<file path="src/rtl/core_cfg.svh">
`ifndef CORE_CFG_SVH
`define CORE_CFG_SVH

// sizing of the 16-bit core

`define DATA_WIDTH 16  // register and memory word
`define REG_COUNT  16  // r0 to r15
`define LINK_REG   15  // jal return address lands here
`define PC_WIDTH   16  // word addressed program counter

`endif

</file>
<file path="src/rtl/isaPkg.sv">
package isaPkg;

  ////////////////////////////////////////////////////////////
  // opcodes in the top nibble of every instruction
  ////////////////////////////////////////////////////////////
  typedef enum logic [3:0] {
    RTYPE  = 4'b0000,  // register alu ops
    ANDI   = 4'b0001,
    ORI    = 4'b0010,
    XORI   = 4'b0011,
    SCOND  = 4'b0100,  // write condition bit to rDest
    ADDI   = 4'b0101,
    JRA    = 4'b0110,  // return through link reg
    LOAD   = 4'b0111,
    RTYPE2 = 4'b1000,  // shifts
    SUBI   = 4'b1001,
    STR    = 4'b1010,
    CMPI   = 4'b1011,
    BCOND  = 4'b1100,
    J      = 4'b1101,
    MULTI  = 4'b1110,
    JAL    = 4'b1111
  } opCodeE;

  // function codes of the RTYPE space
  typedef enum logic [3:0] {
    AND  = 4'b0001,
    OR   = 4'b0010,
    XOR  = 4'b0011,
    NOT  = 4'b0100,
    ADD  = 4'b0101,
    ADDU = 4'b0110,  // add without flag update
    SUB  = 4'b1001,
    CMP  = 4'b1011,
    MULT = 4'b1110
  } functCodeE;

  // shift codes of the RTYPE2 space reuse rtype values
  parameter functCodeE LSH  = functCodeE'(4'b0100);  // amount from register
  parameter functCodeE LSHI = functCodeE'(4'b0000);  // low bit is the amount sign
  parameter functCodeE ASH  = functCodeE'(4'b0110);
  parameter functCodeE ASHI = functCodeE'(4'b0011);  // matched on bits 3 to 1

  typedef enum logic [3:0] {
    EQ = 4'd0, NE = 4'd1, CS = 4'd2, CC = 4'd3, HI = 4'd4,
    LS = 4'd5, GT = 4'd6, LE = 4'd7, FS = 4'd8, FC = 4'd9,
    UC = 4'd14  // unconditional
  } condCodeE;

  ////////////////////////////////////////////////////////////
  // one instruction word seen two ways
  ////////////////////////////////////////////////////////////
  typedef struct packed {
    opCodeE     opCode;
    logic [3:0] rDest;  // condition code for bcond and scond
    functCodeE  funct;
    logic [3:0] rSrc;
  } rFormT;

  typedef struct packed {
    opCodeE     opCode;
    logic [3:0] rDest;
    logic [7:0] imm;    // always sign extended
  } iFormT;

  typedef union packed {
    rFormT rView;
    iFormT iView;
  } instrWord;

endpackage

</file>
<file path="src/rtl/ctrlPkg.sv">
package ctrlPkg;

  typedef enum logic [2:0] {
    ALU_ADD  = 3'b000,
    ALU_SUB  = 3'b001,
    ALU_OR   = 3'b010,
    ALU_AND  = 3'b011,
    ALU_XOR  = 3'b100,
    ALU_NOT  = 3'b101,
    ALU_MULT = 3'b110,
    ALU_CMP  = 3'b111
  } aluOpE;

  ////////////////////////////////////////////////////////////
  // decoded control word, one instruction at a time
  ////////////////////////////////////////////////////////////
  typedef struct packed {
    logic  branch;      // bcond
    logic  jump;        // j and jal
    logic  jumpRa;      // jra
    logic  cfWrite;     // load carry and overflow
    logic  lznWrite;    // load lower, zero, negative
    logic  wbPsr;       // write back condition bit
    logic  rtSrcReg;    // store data from rDest
    logic  wbSrc;       // execution result, low for load data
    logic  memSrc;      // alu result, low for shifter
    logic  shiftSrc;    // register shift amount
    logic  aluSrcB;     // register operand b, low for immediate
    logic  regWriteEn;
    logic  raWrite;     // link write to LINK_REG
    logic  shiftType;   // arithmetic fill
    logic  memWrite;
    logic  enRam;       // data memory enable
    aluOpE aluOp;
  } ctrlSignals;

  typedef struct packed {
    logic c;  // carry or borrow
    logic l;  // lower, unsigned
    logic f;  // signed overflow
    logic z;
    logic n;  // signed compare
  } psrFlags;

endpackage

</file>
<file path="src/rtl/logicController.sv">
`timescale 1ns/10ps

module logicController (
  input  logic                clk,
  input  logic                reset,
  input  isaPkg::opCodeE      opCode,
  input  isaPkg::functCodeE   functionCode,
  output ctrlPkg::ctrlSignals ctrl,
  output logic                pcEn
);
  import isaPkg::*;
  import ctrlPkg::*;

  typedef enum logic {EX, MEM} stateE;

  stateE      state;      // present state
  stateE      nextState;
  logic       memOp;      // load or store presented
  ctrlSignals dec;        // raw decode before state gating

  // shape shared by every alu op that writes back
  function automatic ctrlSignals aluWb(aluOpE op, logic regB);
    ctrlSignals c;
    c            = '0;
    c.wbSrc      = 1'b1;  // execution result
    c.memSrc     = 1'b1;  // alu, not shifter
    c.regWriteEn = 1'b1;
    c.aluSrcB    = regB;
    c.aluOp      = op;
    return c;
  endfunction

  assign memOp = (opCode == LOAD) || (opCode == STR);

  ////////////////////////////////////////////////////////////
  // EX / MEM sequencing
  ////////////////////////////////////////////////////////////
  always_ff @(posedge clk)
  begin
    if (reset)
      state <= EX;
    else
      state <= nextState;
  end

  always_comb
  begin
    nextState = EX;
    if ((state == EX) && memOp)
      nextState = MEM;  // one extra cycle for the data access
  end

  // retire on single cycle ops and at the end of MEM
  assign pcEn = !reset && ((state == MEM) || !memOp);

  ////////////////////////////////////////////////////////////
  // opcode and function decode
  ////////////////////////////////////////////////////////////
  always_comb
  begin
    dec = '0;
    case (opCode)
      ADDI:
      begin
        dec         = aluWb(ALU_ADD, 1'b0);
        dec.cfWrite = 1'b1;
      end
      SUBI:
      begin
        dec         = aluWb(ALU_SUB, 1'b0);
        dec.cfWrite = 1'b1;
      end
      MULTI: dec = aluWb(ALU_MULT, 1'b0);  // flags untouched
      CMPI:
      begin
        dec            = aluWb(ALU_CMP, 1'b0);
        dec.regWriteEn = 1'b0;  // flags only
        dec.lznWrite   = 1'b1;
      end
      ANDI:  dec = aluWb(ALU_AND, 1'b0);
      ORI:   dec = aluWb(ALU_OR, 1'b0);
      XORI:  dec = aluWb(ALU_XOR, 1'b0);
      BCOND: dec.branch = 1'b1;
      J:     dec.jump = 1'b1;
      JAL:
      begin
        dec.jump       = 1'b1;
        dec.raWrite    = 1'b1;  // pc+1 to link reg
        dec.regWriteEn = 1'b1;
      end
      JRA:   dec.jumpRa = 1'b1;
      RTYPE:
      begin
        case (functionCode)
          ADDU: dec = aluWb(ALU_ADD, 1'b1);
          MULT: dec = aluWb(ALU_MULT, 1'b1);
          AND:  dec = aluWb(ALU_AND, 1'b1);
          OR:   dec = aluWb(ALU_OR, 1'b1);
          XOR:  dec = aluWb(ALU_XOR, 1'b1);
          NOT:  dec = aluWb(ALU_NOT, 1'b1);  // inverts rSrc
          SUB:
          begin
            dec         = aluWb(ALU_SUB, 1'b1);
            dec.cfWrite = 1'b1;
          end
          CMP:
          begin
            dec            = aluWb(ALU_CMP, 1'b1);
            dec.regWriteEn = 1'b0;
            dec.lznWrite   = 1'b1;
          end
          default:  // ADD and unused codes
          begin
            dec         = aluWb(ALU_ADD, 1'b1);
            dec.cfWrite = 1'b1;
          end
        endcase
      end
      RTYPE2:
      begin
        dec.wbSrc      = 1'b1;  // memSrc low picks shifter
        dec.regWriteEn = 1'b1;
        casez (functionCode)
          LSH:     dec.shiftSrc = 1'b1;
          ASH:
          begin
            dec.shiftSrc  = 1'b1;
            dec.shiftType = 1'b1;
          end
          4'b000?: dec.shiftSrc = 1'b0;   // lshi with immediate amount
          4'b001?: dec.shiftType = 1'b1;  // ashi with immediate amount
          default: dec.shiftSrc = 1'b1;
        endcase
      end
      LOAD:
      begin
        dec.enRam      = 1'b1;
        dec.regWriteEn = 1'b1;  // wbSrc low selects load data
      end
      STR:
      begin
        dec.enRam    = 1'b1;
        dec.memWrite = 1'b1;
        dec.rtSrcReg = 1'b1;    // store data is reg[rDest]
      end
      SCOND:
      begin
        dec.regWriteEn = 1'b1;
        dec.wbPsr      = 1'b1;
      end
      default:
      begin
        dec.wbSrc  = 1'b1;
        dec.memSrc = 1'b1;
      end
    endcase
  end

  // strobes follow the state machine
  always_comb
  begin
    ctrl            = dec;
    ctrl.memWrite   = dec.memWrite && pcEn && (state == MEM);  // one cycle store strobe
    ctrl.regWriteEn = dec.regWriteEn && pcEn;                  // loads write at end of MEM
    ctrl.enRam      = dec.enRam && !reset;
  end

endmodule

</file>
<file path="src/rtl/regFile.sv">
`timescale 1ns/10ps
`include "core_cfg.svh"

module regFile (
  input  logic                          clk,
  input  logic                          reset,
  input  logic [$clog2(`REG_COUNT)-1:0] rdAddrA,
  input  logic [$clog2(`REG_COUNT)-1:0] rdAddrB,
  input  logic [$clog2(`REG_COUNT)-1:0] wrAddr,
  input  logic                          wrEn,
  input  logic [`DATA_WIDTH-1:0]        wrData,
  output logic [`DATA_WIDTH-1:0]        rdA,
  output logic [`DATA_WIDTH-1:0]        rdB
);

  logic [`DATA_WIDTH-1:0] regs [`REG_COUNT];

  assign rdA = regs[rdAddrA];  // async read
  assign rdB = regs[rdAddrB];

  always_ff @(posedge clk)
  begin
    if (reset)
    begin
      for (int i = 0; i < `REG_COUNT; i++)
        regs[i] <= '0;
    end
    else if (wrEn)
      regs[wrAddr] <= wrData;
  end

endmodule

</file>
<file path="src/rtl/aluUnit.sv">
`timescale 1ns/10ps
`include "core_cfg.svh"

module aluUnit (
  input  logic [`DATA_WIDTH-1:0] opA,       // reg[rDest]
  input  logic [`DATA_WIDTH-1:0] opB,       // reg[rSrc] or immediate
  input  ctrlPkg::aluOpE         aluOp,
  output logic [`DATA_WIDTH-1:0] result,
  output ctrlPkg::psrFlags       aluFlags
);
  import ctrlPkg::*;

  localparam int msb = `DATA_WIDTH - 1;

  logic [`DATA_WIDTH:0] sum;   // carry out on top
  logic [`DATA_WIDTH:0] diff;  // borrow on top

  assign sum  = {1'b0, opA} + {1'b0, opB};
  assign diff = {1'b0, opA} - {1'b0, opB};

  always_comb
  begin
    case (aluOp)
      ALU_ADD:  result = sum[msb:0];
      ALU_SUB:  result = diff[msb:0];
      ALU_OR:   result = opA | opB;
      ALU_AND:  result = opA & opB;
      ALU_XOR:  result = opA ^ opB;
      ALU_NOT:  result = ~opB;
      ALU_MULT: result = opA * opB;  // low half of product
      default:  result = diff[msb:0];  // cmp result goes nowhere
    endcase
  end

  ////////////////////////////////////////////////////////////
  // flags
  ////////////////////////////////////////////////////////////
  always_comb
  begin
    if (aluOp == ALU_SUB)
    begin
      aluFlags.c = diff[`DATA_WIDTH];  // borrow
      aluFlags.f = (opA[msb] != opB[msb]) && (diff[msb] != opA[msb]);
    end
    else
    begin
      aluFlags.c = sum[`DATA_WIDTH];
      aluFlags.f = (opA[msb] == opB[msb]) && (sum[msb] != opA[msb]);
    end
    aluFlags.z = (opA == opB);                    // compare against rDest
    aluFlags.l = (opB > opA);                     // operand unsigned greater
    aluFlags.n = ($signed(opB) > $signed(opA));   // operand signed greater
  end

endmodule

</file>
<file path="src/rtl/shiftUnit.sv">
`timescale 1ns/10ps
`include "core_cfg.svh"

module shiftUnit (
  input  logic [`DATA_WIDTH-1:0] src,     // reg[rDest]
  input  logic signed [4:0]      amount,  // positive shifts left
  input  logic                   arith,   // sign fill on right shifts
  output logic [`DATA_WIDTH-1:0] result
);

  logic [4:0] mag;  // right shift distance, 16 for -16

  assign mag = -amount;

  always_comb
  begin
    if (!amount[4])
      result = src << amount[3:0];
    else if (arith)
      result = $signed(src) >>> mag;
    else
      result = src >> mag;  // zero fill
  end

endmodule

</file>
<file path="src/rtl/psrUnit.sv">
`timescale 1ns/10ps

module psrUnit (
  input  logic             clk,
  input  logic             reset,
  input  ctrlPkg::psrFlags aluFlags,
  input  logic             cfWrite,
  input  logic             lznWrite,
  input  isaPkg::condCodeE cond,      // from the rDest field
  output logic             condTrue
);
  import isaPkg::*;
  import ctrlPkg::*;

  psrFlags flags;  // held status

  always_ff @(posedge clk)
  begin
    if (reset)
      flags <= '0;
    else
    begin
      if (cfWrite)
      begin
        flags.c <= aluFlags.c;
        flags.f <= aluFlags.f;
      end
      if (lznWrite)
      begin
        flags.l <= aluFlags.l;
        flags.z <= aluFlags.z;
        flags.n <= aluFlags.n;
      end
    end
  end

  // condition evaluation against held flags
  always_comb
  begin
    case (cond)
      EQ:      condTrue = flags.z;
      NE:      condTrue = !flags.z;
      CS:      condTrue = flags.c;
      CC:      condTrue = !flags.c;
      HI:      condTrue = flags.l;
      LS:      condTrue = !flags.l;
      GT:      condTrue = flags.n;
      LE:      condTrue = !flags.n;
      FS:      condTrue = flags.f;
      FC:      condTrue = !flags.f;
      UC:      condTrue = 1'b1;
      default: condTrue = 1'b0;  // unused codes never hold
    endcase
  end

endmodule

</file>
<file path="src/rtl/pcUnit.sv">
`timescale 1ns/10ps
`include "core_cfg.svh"

module pcUnit (
  input  logic                 clk,
  input  logic                 reset,
  input  logic                 pcEn,        // retire strobe
  input  logic                 branch,
  input  logic                 jump,
  input  logic                 jumpRa,
  input  logic                 condTrue,
  input  logic [`PC_WIDTH-1:0] disp,        // sign extended imm
  input  logic [`PC_WIDTH-1:0] jumpTarget,  // reg[rSrc]
  input  logic [`PC_WIDTH-1:0] linkTarget,  // reg[LINK_REG]
  output logic [`PC_WIDTH-1:0] pc
);

  logic [`PC_WIDTH-1:0] pcNext;

  always_comb
  begin
    if (branch && condTrue)
      pcNext = pc + disp;  // relative branch
    else if (jump)
      pcNext = jumpTarget;
    else if (jumpRa)
      pcNext = linkTarget;
    else
      pcNext = pc + 1'b1;
  end

  always_ff @(posedge clk)
  begin
    if (reset)
      pc <= '0;
    else if (pcEn)
      pc <= pcNext;  // holds through EX of load and store
  end

endmodule

</file>
<file path="src/rtl/resultSelect.sv">
`timescale 1ns/10ps
`include "core_cfg.svh"

module resultSelect (
  input  logic [`DATA_WIDTH-1:0]        aluResult,
  input  logic [`DATA_WIDTH-1:0]        shiftResult,
  input  logic [`DATA_WIDTH-1:0]        memRdata,
  input  logic [`DATA_WIDTH-1:0]        pcLink,     // pc+1
  input  logic                          condTrue,
  input  ctrlPkg::ctrlSignals           ctrl,
  input  logic [$clog2(`REG_COUNT)-1:0] rDest,
  output logic [`DATA_WIDTH-1:0]        wbData,
  output logic [$clog2(`REG_COUNT)-1:0] wbAddr
);

  localparam int addrBits = $clog2(`REG_COUNT);
  localparam logic [addrBits-1:0] linkAddr = addrBits'(`LINK_REG);

  logic [`DATA_WIDTH-1:0] exResult;  // alu or shifter

  assign exResult = ctrl.memSrc ? aluResult : shiftResult;

  always_comb
  begin
    if (ctrl.wbPsr)
      wbData = {{(`DATA_WIDTH-1){1'b0}}, condTrue};  // scond writes 0 or 1
    else if (ctrl.raWrite)
      wbData = pcLink;
    else if (ctrl.wbSrc)
      wbData = exResult;
    else
      wbData = memRdata;  // load
  end

  assign wbAddr = ctrl.raWrite ? linkAddr : rDest;

endmodule

</file>
<file path="src/rtl/cpuTop.sv">
`timescale 1ns/10ps
`include "core_cfg.svh"

module cpuTop (
  input  logic                   clk,
  input  logic                   reset,
  input  isaPkg::instrWord       instr,
  input  logic [`DATA_WIDTH-1:0] memRdata,
  output logic [`PC_WIDTH-1:0]   pc,
  output logic [`DATA_WIDTH-1:0] memAddr,
  output logic [`DATA_WIDTH-1:0] memWdata,
  output logic                   memWrite,
  output logic                   memEn
);
  import isaPkg::*;
  import ctrlPkg::*;

  localparam int addrBits = $clog2(`REG_COUNT);
  localparam logic [addrBits-1:0] linkAddr = addrBits'(`LINK_REG);

  ctrlSignals             ctrl;
  logic                   pcEn;
  psrFlags                aluFlags;
  logic                   condTrue;
  logic [addrBits-1:0]    rdAddrA;
  logic [addrBits-1:0]    wbAddr;
  logic [`DATA_WIDTH-1:0] rdA;
  logic [`DATA_WIDTH-1:0] rdB;
  logic [`DATA_WIDTH-1:0] immExt;
  logic [`DATA_WIDTH-1:0] aluOpB;
  logic [`DATA_WIDTH-1:0] aluResult;
  logic [`DATA_WIDTH-1:0] shiftResult;
  logic [`DATA_WIDTH-1:0] pcLink;
  logic [`DATA_WIDTH-1:0] wbData;
  logic [4:0]             shiftAmt;
  logic [`PC_WIDTH-1:0]   disp;

  ////////////////////////////////////////////////////////////
  // operand routing
  ////////////////////////////////////////////////////////////
  assign rdAddrA  = ctrl.jumpRa ? linkAddr : instr.rView.rDest;  // jra reads the link reg
  assign immExt   = {{(`DATA_WIDTH-8){instr.iView.imm[7]}}, instr.iView.imm};
  assign disp     = {{(`PC_WIDTH-8){instr.iView.imm[7]}}, instr.iView.imm};
  assign aluOpB   = ctrl.aluSrcB ? rdB : immExt;
  assign shiftAmt = ctrl.shiftSrc ? rdB[4:0] : instr.iView.imm[4:0];  // funct lsb and rSrc
  assign pcLink   = `DATA_WIDTH'(pc + 1'b1);

  // data memory side
  assign memAddr  = rdB;                           // reg[rSrc]
  assign memWdata = ctrl.rtSrcReg ? rdA : rdB;     // store data from rDest
  assign memWrite = ctrl.memWrite;
  assign memEn    = ctrl.enRam;

  logicController u_ctrl (
    .clk(clk), .reset(reset),
    .opCode(instr.rView.opCode), .functionCode(instr.rView.funct),
    .ctrl(ctrl), .pcEn(pcEn)
  );

  regFile u_regs (
    .clk(clk), .reset(reset),
    .rdAddrA(rdAddrA), .rdAddrB(instr.rView.rSrc),
    .wrAddr(wbAddr), .wrEn(ctrl.regWriteEn), .wrData(wbData),
    .rdA(rdA), .rdB(rdB)
  );

  aluUnit u_alu (
    .opA(rdA), .opB(aluOpB), .aluOp(ctrl.aluOp),
    .result(aluResult), .aluFlags(aluFlags)
  );

  shiftUnit u_shift (
    .src(rdA), .amount(shiftAmt), .arith(ctrl.shiftType), .result(shiftResult)
  );

  psrUnit u_psr (
    .clk(clk), .reset(reset), .aluFlags(aluFlags),
    .cfWrite(ctrl.cfWrite), .lznWrite(ctrl.lznWrite),
    .cond(condCodeE'(instr.rView.rDest)), .condTrue(condTrue)
  );

  pcUnit u_pc (
    .clk(clk), .reset(reset), .pcEn(pcEn),
    .branch(ctrl.branch), .jump(ctrl.jump), .jumpRa(ctrl.jumpRa), .condTrue(condTrue),
    .disp(disp), .jumpTarget(`PC_WIDTH'(rdB)), .linkTarget(`PC_WIDTH'(rdA)),
    .pc(pc)
  );

  resultSelect u_wb (
    .aluResult(aluResult), .shiftResult(shiftResult), .memRdata(memRdata),
    .pcLink(pcLink), .condTrue(condTrue), .ctrl(ctrl), .rDest(instr.rView.rDest),
    .wbData(wbData), .wbAddr(wbAddr)
  );

endmodule

</file>
<file path="config.mk">
export PLATFORM = sky130hd
export DESIGN_NAME = cpuTop
export DESIGN_NICKNAME = d
export VERILOG_FILES = /design/src/rtl/isaPkg.sv /design/src/rtl/ctrlPkg.sv /design/src/rtl/logicController.sv /design/src/rtl/regFile.sv /design/src/rtl/aluUnit.sv /design/src/rtl/shiftUnit.sv /design/src/rtl/psrUnit.sv /design/src/rtl/pcUnit.sv /design/src/rtl/resultSelect.sv /design/src/rtl/cpuTop.sv
export VERILOG_INCLUDE_DIRS = /design/src /design/src/rtl
export SDC_FILE = /design/constraint.sdc
export NUM_CORES = 1
export LEC_CHECK = 0
export BUFFER_PORTS_ARGS = -buffer_cell sky130_fd_sc_hd__buf_4
export CORE_ASPECT_RATIO = 0.8
export CORE_UTILIZATION = 55
export CTS_CLUSTER_SIZE = 8
export DETAILED_ROUTE_END_ITERATION = 8
export PLACE_DENSITY_LB_ADDON = 0.3
export SYNTH_ARGS = -nofsm -noshare
export SYNTH_HDL_FRONTEND = slang
export SYNTH_SLANG_ARGS = --single-unit
export TNS_END_PERCENT = 20
</file>
<file path="constraint.sdc">
create_clock -name clk -period 16.4 [get_ports clk]
set_clock_uncertainty 0.1 [all_clocks]
set_input_delay 0.82 -clock clk [delete_from_list [all_inputs] [get_ports clk]]
set_output_delay 0.82 -clock clk [all_outputs]
set_load 0.02 [all_outputs]
</file>
==> results of run 1 <==
-- cells by family after synthesis --
| logic type | Yosys count | share of synthesized area (%) |
|---|---|---|
| flops | 278 | 31.9 |
| fa+ha+maj | 218 | 13.2 |
| buf+inv | 372 | 6.20 |
| mux | 220 | 12.7 |
| compound gates | 657 | 16.8 |
| simple gates | 901 | 15.7 |
| xor+xnor | 95 | 3.54 |
-- flip-flops by register name, summed over array words and instances, names as in the netlist --
name	cells
u_psr.flags	5
u_pc.pc	16
u_ctrl.state	1
u_regs.regs	256
-- final cells by class --
| class | count | area share, % |
|---|---|---|
| multi-input combinational | 2091 | 57.1 |
| sequential | 278 | 29.3 |
| timing repair buffer | 154 | 4.17 |
| clock buffer | 53 | 3.78 |
| tap | 612 | 2.76 |
| inverter | 198 | 2.69 |
| clock inverter | 4 | 0.176 |
| antenna | 2 | 0.0180 |
-- cell usage after synthesis, types with 11 or more instances --
cell type  count  area share, %
a211oi_1      49            1.4
clkbuf_1      96            1.4
nand2b_1      31           0.76
a221oi_1      12           0.41
xor2_1        25           0.86
a21oi_1      174            3.4
buf_2         41           0.81
inv_1        182            2.7
mux2_1        11           0.49
and2_1        17           0.42
a22o_1        14           0.48
nand2_1      261            3.8
ha_1         135            6.6
a311oi_1      18           0.62
nand3_1       62            1.2
a21o_1        15           0.44
o21bai_1      21           0.62
nor3_1        33           0.65
o21ai_1       23           0.45
buf_4         15           0.44
o21ai_0      153            3.0
a31oi_1       12           0.29
o22ai_1       19           0.47
edfxtp_1     256             30
mux2i_1      106            4.2
mux2_2        25            1.1
nor2_1       392            5.8
buf_1         13           0.19
mux4_2        67            5.9
fa_1          83            6.5
nor2b_1       49            1.2
xnor2_1       64            2.2
o221ai_1      26           0.89
o211ai_1      28           0.83
dfxtp_1       22            1.7
-- where the power goes --
part	total [mW]	internal [mW]	switching, mW
clock	0.765	0.444	0.321
combinational	1.96	0.723	1.23
sequential	0.838	0.809	0.0283
-- through the flow --
stage | instances | area (um2)
finish | 3392 | 27700
global route | 3392 | 27700
global placement | 3333 | 26600
CTS | 3390 | 27700
floorplan | 2741 | 25500
detailed placement | 3333 | 26600
-- worst register-to-register path, delay by kind of cell, from the launching register on --
family / cells / cell delay [ns]
buffers and inverters: 6 / 1.15
AND/OR/NAND/NOR: 2 / 0.37
flip-flops: 1 / 0.39
XOR/XNOR: 1 / 0.23
AO/OA/AOI/OAI: 12 / 4.23
adder cells (fa/ha/maj): 7 / 2.60
multiplexers: 1 / 0.22
-- per-layer routing --
metal	part of all wire, %	wire, um
met5	0.13	140
met4	3.2	3360
met2	39	40600
met3	18	19400
met1	40	41700
-- path summary, 6_finish.rpt --
check / from / to / slack [ns]
max: instr[15] / u_regs.regs[15][14]$_SDFFCE_PN0P_ / 5.40
min: u_psr.flags[2]$_SDFFE_PP0P_ / u_psr.flags[2]$_SDFFE_PP0P_ / 0.42
max reg2reg: u_regs.regs[1][1]$_SDFFCE_PN0P_ / u_regs.regs[15][14]$_SDFFCE_PN0P_ / 6.81
min reg2reg: u_psr.flags[2]$_SDFFE_PP0P_ / u_psr.flags[2]$_SDFFE_PP0P_ / 0.42
==> results.md, run 1 <==
- Synth Flop Type: edfxtp_1
- Die height: 194 um
- Most frequent cells in the layout: nor2_1 (390), nand2_1 (261), edfxtp_1 (256), inv_1 (182), a21oi_1 (174)
- FFs w/ async S/R, synth: 0%
- DR iter-0 viols: 4359
- Drt via density: around 7.1
- CTS buffer count: 40
- Multi-input combinational cell area: ~16000 um2
- Max-cap violations: 0
- Root Buffer: clkbuf_16
- Drt pass-1 iters: 8
- Area grow syn2layout: 8.93%
- Io pins: 84
- Crit. End Element: flip-flop
- Synthesized area: ~25000 um2
- Post-cts sizing count: 0
- GPL Wtd Cong: 1.04
- Critical Path Max Stage Delay: 0.93 ns
- Fill count: 3868
- Delay-heaviest family, CP: compound AO/OA/AOI/OAI gates
- Clock latency on the worst-skew pair: 0.56 ns
- Total power per unit cell area: 128 nW/um2
- # DRC: 0
- RSZ-0062 raised after global routing: no
- Post-CTS Setup Bufs: 0
- Commonest non-fill, non-tap cell in the layout: nor2_1
- Slew at the pin with the worst max-slew slack: 1.32 ns
- Worst path bufs/invs: 8
- Worst hold stages: 2
- H-Tree Level Count: 2
- Initial antenna violation count: 5
- CTS Buffer Depth: 3
- Core Area: between 40000 and 50000 um2
- CP required: 16.53 ns
- CTS tree: built
- Gate Count Post-Synth: approximately 2700
- Min Tclk post-route: 11.00 ns
- Routed Antenna Nets: 0
- CP Data Arrival Time: 11.13 ns
- Largest net degree at the start of global routing: 52
- Synth warn: 0
- I/O Buffers: just over 80
- Relative slew slack: ~11%
- Critical Path Stages: 32
- Die width: roughly 240 um
- Post-DP HPWL: 77.9 mm
- Post-synthesis sequential area ratio: around a third
- Row cnt: 70
- Outcome: complete, no violations
- Register area: roughly 8100 um2
- Max FO, Critical Path: 40
- Total track usage: 43.8%
- Synth Net Count: 2993
- WL/cell: approximately 31 um
- Die Footprint: 47200 um2
- Vias in the first global route: 22607
- Reg2Reg Depth: 29
- Leakage power: around 11 nW
- Met1 Usage GRT: 64.2%
- Number of flops mapped to enable cells by yosys: 256
- Worst slack, placed: 5.23 ns
- Share of post-route cells with drive strength above 1: 12.6%
- Post-Syn Area per Cell: approximately 9.3 um2
- Num Clock Sinks: 278
- Max Fclk: 90.9 MHz
- Final Hold Vio Count: 0
- VDD IR max: 0.164 mV
- Slew Viols, Final: 0
- Overall routed net length: 105 mm
- Hold/Removal Path Class: flip-flop to flip-flop
- Total global routing overflow: 0
- Core Util, Final: about three fifths
- Hold Slack: between 0.4 and 0.5 ns
- Initial core utilization: between 50% and 60%
- Global-route met3 utilization: 19.2%
- Final WS setup: 5.40 ns
- Number of synthesized register bits: 278
- Vias: 24172
- Final nets: 3015
- Hold_buf cts: 0
- Worst-path clk slew: 0.05 ns
- Global-route layer with the greatest usage: met1
- CP startpoint kind: input pin
- Final setup vio count: 0
- Critical path class: input pin to flip-flop
- Critical Path Most Common Cell: inv_1
- Synth cell types: 97
- Met2 Usage GRT: between 50% and 60%
- Power Total: approximately 3.6 mW
- Setup TNS: 0 ns
- Final period utilization: 67.1%
- CP max-delay cell: o22a_1
- First-pass GRT wire length: 152 mm
Note: power is estimated with default switching activity, not from simulation.
==> inputs of run 2 (changes only) <==
- ABC_AREA: default -> 1
- clock period: 16.4 -> 8.9 ns (I/O delays scaled with it)
==> run 2 against run 1 <==
Cell count is 24% higher. Non-clock buffer count up 28. Total power up 75%. Critical endpoint is now u_regs.regs[2][15]$_SDFFCE_PN0P_. Clock power is 83% higher. First-iteration DRC count decreased by 2.0%. Critical path type unchanged. Via count is 11% higher.
==> results.md, run 2 <==
- Outcome: complete, no violations
- Leakage power: between 10 and 15 nW
- Total global routing overflow: 0
- Synthesized area: between 20000 and 30000 um2
- Die Footprint: 48500 um2
- Critical Path Max Stage Delay: roughly 0.53 ns
- Critical path class: input pin to flip-flop
- Number of flops mapped to enable cells by yosys: approximately 260
- CTS Buffer Depth: 3
- Post-synthesis sequential area ratio: 31.0%
- VDD IR max: 0.285 mV
- Global-route met3 utilization: about an eighth
- Synth cell types: 73
- Area contributors post-synth: edfxtp_1 (29%), nand2_1 (10%), nand3_1 (7.5%)
- Max-cap violations: 0
- # DRC: 0
- Io pins: 84
- Post-cts sizing count: 0
- Cell taking the most area after synthesis: edfxtp_1
- Hold/Removal Path Class: input pin to flip-flop
- Drt pass-1 iters: 6
- Root Buffer: clkbuf_16
- Share of post-route cells with drive strength above 1: a little over a tenth
- CP startpoint kind: input pin
- Num Clock Sinks: 278
- Crit. End Element: flip-flop
- Max Fclk: 128 MHz
- I/O Buffers: 83
- Final Hold Vio Count: 0
- H-Tree Level Count: 2
- Initial antenna violation count: 1
- Core Area: 47000 um2
- Met2 Usage GRT: 57.8%
- Vias: 26779
- Routed Antenna Nets: 0
- Top cells by count, synth: nand2_1 (707), nor2_1 (414), nand3_1 (393)
- Power Total: slightly above 6 mW
- Total power per unit cell area: 219 nW/um2
- Post-Syn Area per Cell: 7.37 um2
- Final nets: 3829
- Row cnt: 71
- Die height: 197 um
- Slew Viols, Final: 0
- Most frequent cells in the layout: nand2_1 (707), nor2_1 (413), nand3_1 (393), inv_1 (392), edfxtp_1 (256)
- WL/cell: 24.9 um
- Max FFs per register: 256
- Commonest non-fill, non-tap cell in the layout: nand2_1
- Drt via density: ~6.4
- Overall routed net length: approximately 100 mm
- Final setup vio count: 0
- CP required: 9.07 ns
- Reg2Reg Depth: 35
- GPL Wtd Cong: 1.04
- Critical Path Most Common Cell: nand2_1
- Synth Net Count: 3807
- Global-route layer with the greatest usage: met1
- Setup TNS: 0 ns
- Area fraction of the dominant cell type after synthesis: 29.4%
- Gate Count Post-Synth: about 3600
- Initial core utilization: 55.7%
- Die width: 246 um
- Biggest regs: u_regs.regs: 256 flops, u_pc.pc: 16 flops, u_psr.flags: 5 flops
- Met1 Usage GRT: 64.3%
- Vias in the first global route: 24508
- Top reg by flops: u_regs.regs
- Total track usage: 43.0%
- First-pass GRT wire length: 155 mm
- Hold_buf cts: 0
- Area grow syn2layout: 8.36%
- RSZ-0062 raised after global routing: no
- DR iter-0 viols: between 4000 and 5000
- Largest net degree at the start of global routing: 61
- CTS buffer count: 40
- Synth Flop Type: edfxtp_1
- Worst hold stages: 2
- Slew at the pin with the worst max-slew slack: 1.19 ns
- Final period utilization: 87.6%
- FFs w/ async S/R, synth: 0%
- CP max-delay cell: fa_1
- CTS tree: built
- Most frequent cell after synthesis: nand2_1
- CP Data Arrival Time: 7.97 ns
- Worst-path clk slew: roughly 0.070 ns
- Post-CTS Setup Bufs: 0
- Clock latency on the worst-skew pair: around 0.56 ns
- Synth warn: 0
- Post-DP HPWL: 76.8 mm
- Min Tclk post-route: 7.80 ns
- Number of synthesized register bits: 278
- Max FO, Critical Path: 60
- Relative slew slack: 20.7%
==> run 2: cell types whose count changed after synthesis, sizes merged, moves of 51 or more <==
cell	previous run	this run
buf	78	134
o21ai	177	271
mux4	74	0
mux2i	110	3
nand2	261	738
nor2	396	461
o211ai	28	79
nand3	63	398
a21oi	174	241
inv	193	429
xnor2	65	8
==> run 2: cells by family (layout without fill, tap and decap cells) <==
group	count (synthesis)	in the layout	synth area share, %
AND/OR/NAND/NOR	1649	1649	27.2
AO/OA/AOI/OAI	701	701	15.9
other	0	4	0
buffers and inverters	655	684	11.1
adder cells (fa/ha/maj)	218	218	12.8
multiplexers	3	3	0.115
XOR/XNOR	51	51	1.88
flip-flops	278	278	31.0
==> run 2: through the flow <==
stage               instance area [um2]  util (%)  std cells  setup slack, ns  hold slack, ns
floorplan                         26200         -       3555             1.84           0.327
global placement                  27300      58.1       4155            0.772           0.374
detailed placement                27300      58.1       4155            0.678           0.372
CTS                               28400      60.4       4204             1.22          0.0563
global route                      28400      60.4       4204            0.604          0.0619
finish                            28400      60.4       4208             1.10          0.0516
==> run 2: path summary, 6_finish.rpt <==
path / start / to / slack [ns]
worst max-delay path: instr[12] / u_regs.regs[2][15]$_SDFFCE_PN0P_ / 1.10
worst max register to register: u_regs.regs[11][3]$_SDFFCE_PN0P_ / u_regs.regs[9][12]$_SDFFCE_PN0P_ / 1.35
worst min-delay path: reset / u_psr.flags[0]$_SDFFE_PP0P_ / 0.05
worst min register to register: u_psr.flags[1]$_SDFFE_PP0P_ / u_psr.flags[1]$_SDFFE_PP0P_ / 0.40
==> run 2: layout make-up <==
type / count / area (um2)
clock buffers: 46 / 1030
repair buffers: 182 / 1510
clock inverters: 3 / 48.8
fillers: 4323 / 18600
inverters: 453 / 1710
diodes: 4 / 10.0
well taps: 620 / 776
flip-flops and latches: 278 / 8130
multi-input cells: 2622 / 15200
==> run 2: where the power goes <==
part | leakage (nW) | switching, mW | internal [mW]
Sequential | 2.83 | 0.0361 | 1.49
Combinational | 9.05 | 2.18 | 1.11
Clock | 0.527 | 0.590 | 0.812
Total | 12.4 | 2.81 | 3.40
==> run 2: routing by layer <==
metal,wire [um],vias to the layer above,share of wire [%]
met1,42500,12378,41
met3,17700,285,17
met5,19,-,0.018
li1,-,11896,-
met4,4090,2,3.9
met2,40500,2218,39
==> run 2: worst max-delay path: cells and delay by family <==
family	cells	cell delay, ns
AO/OA/AOI/OAI	4	0.71
adder cells (fa/ha/maj)	7	2.91
buffers and inverters	8	1.02
AND/OR/NAND/NOR	24	2.83
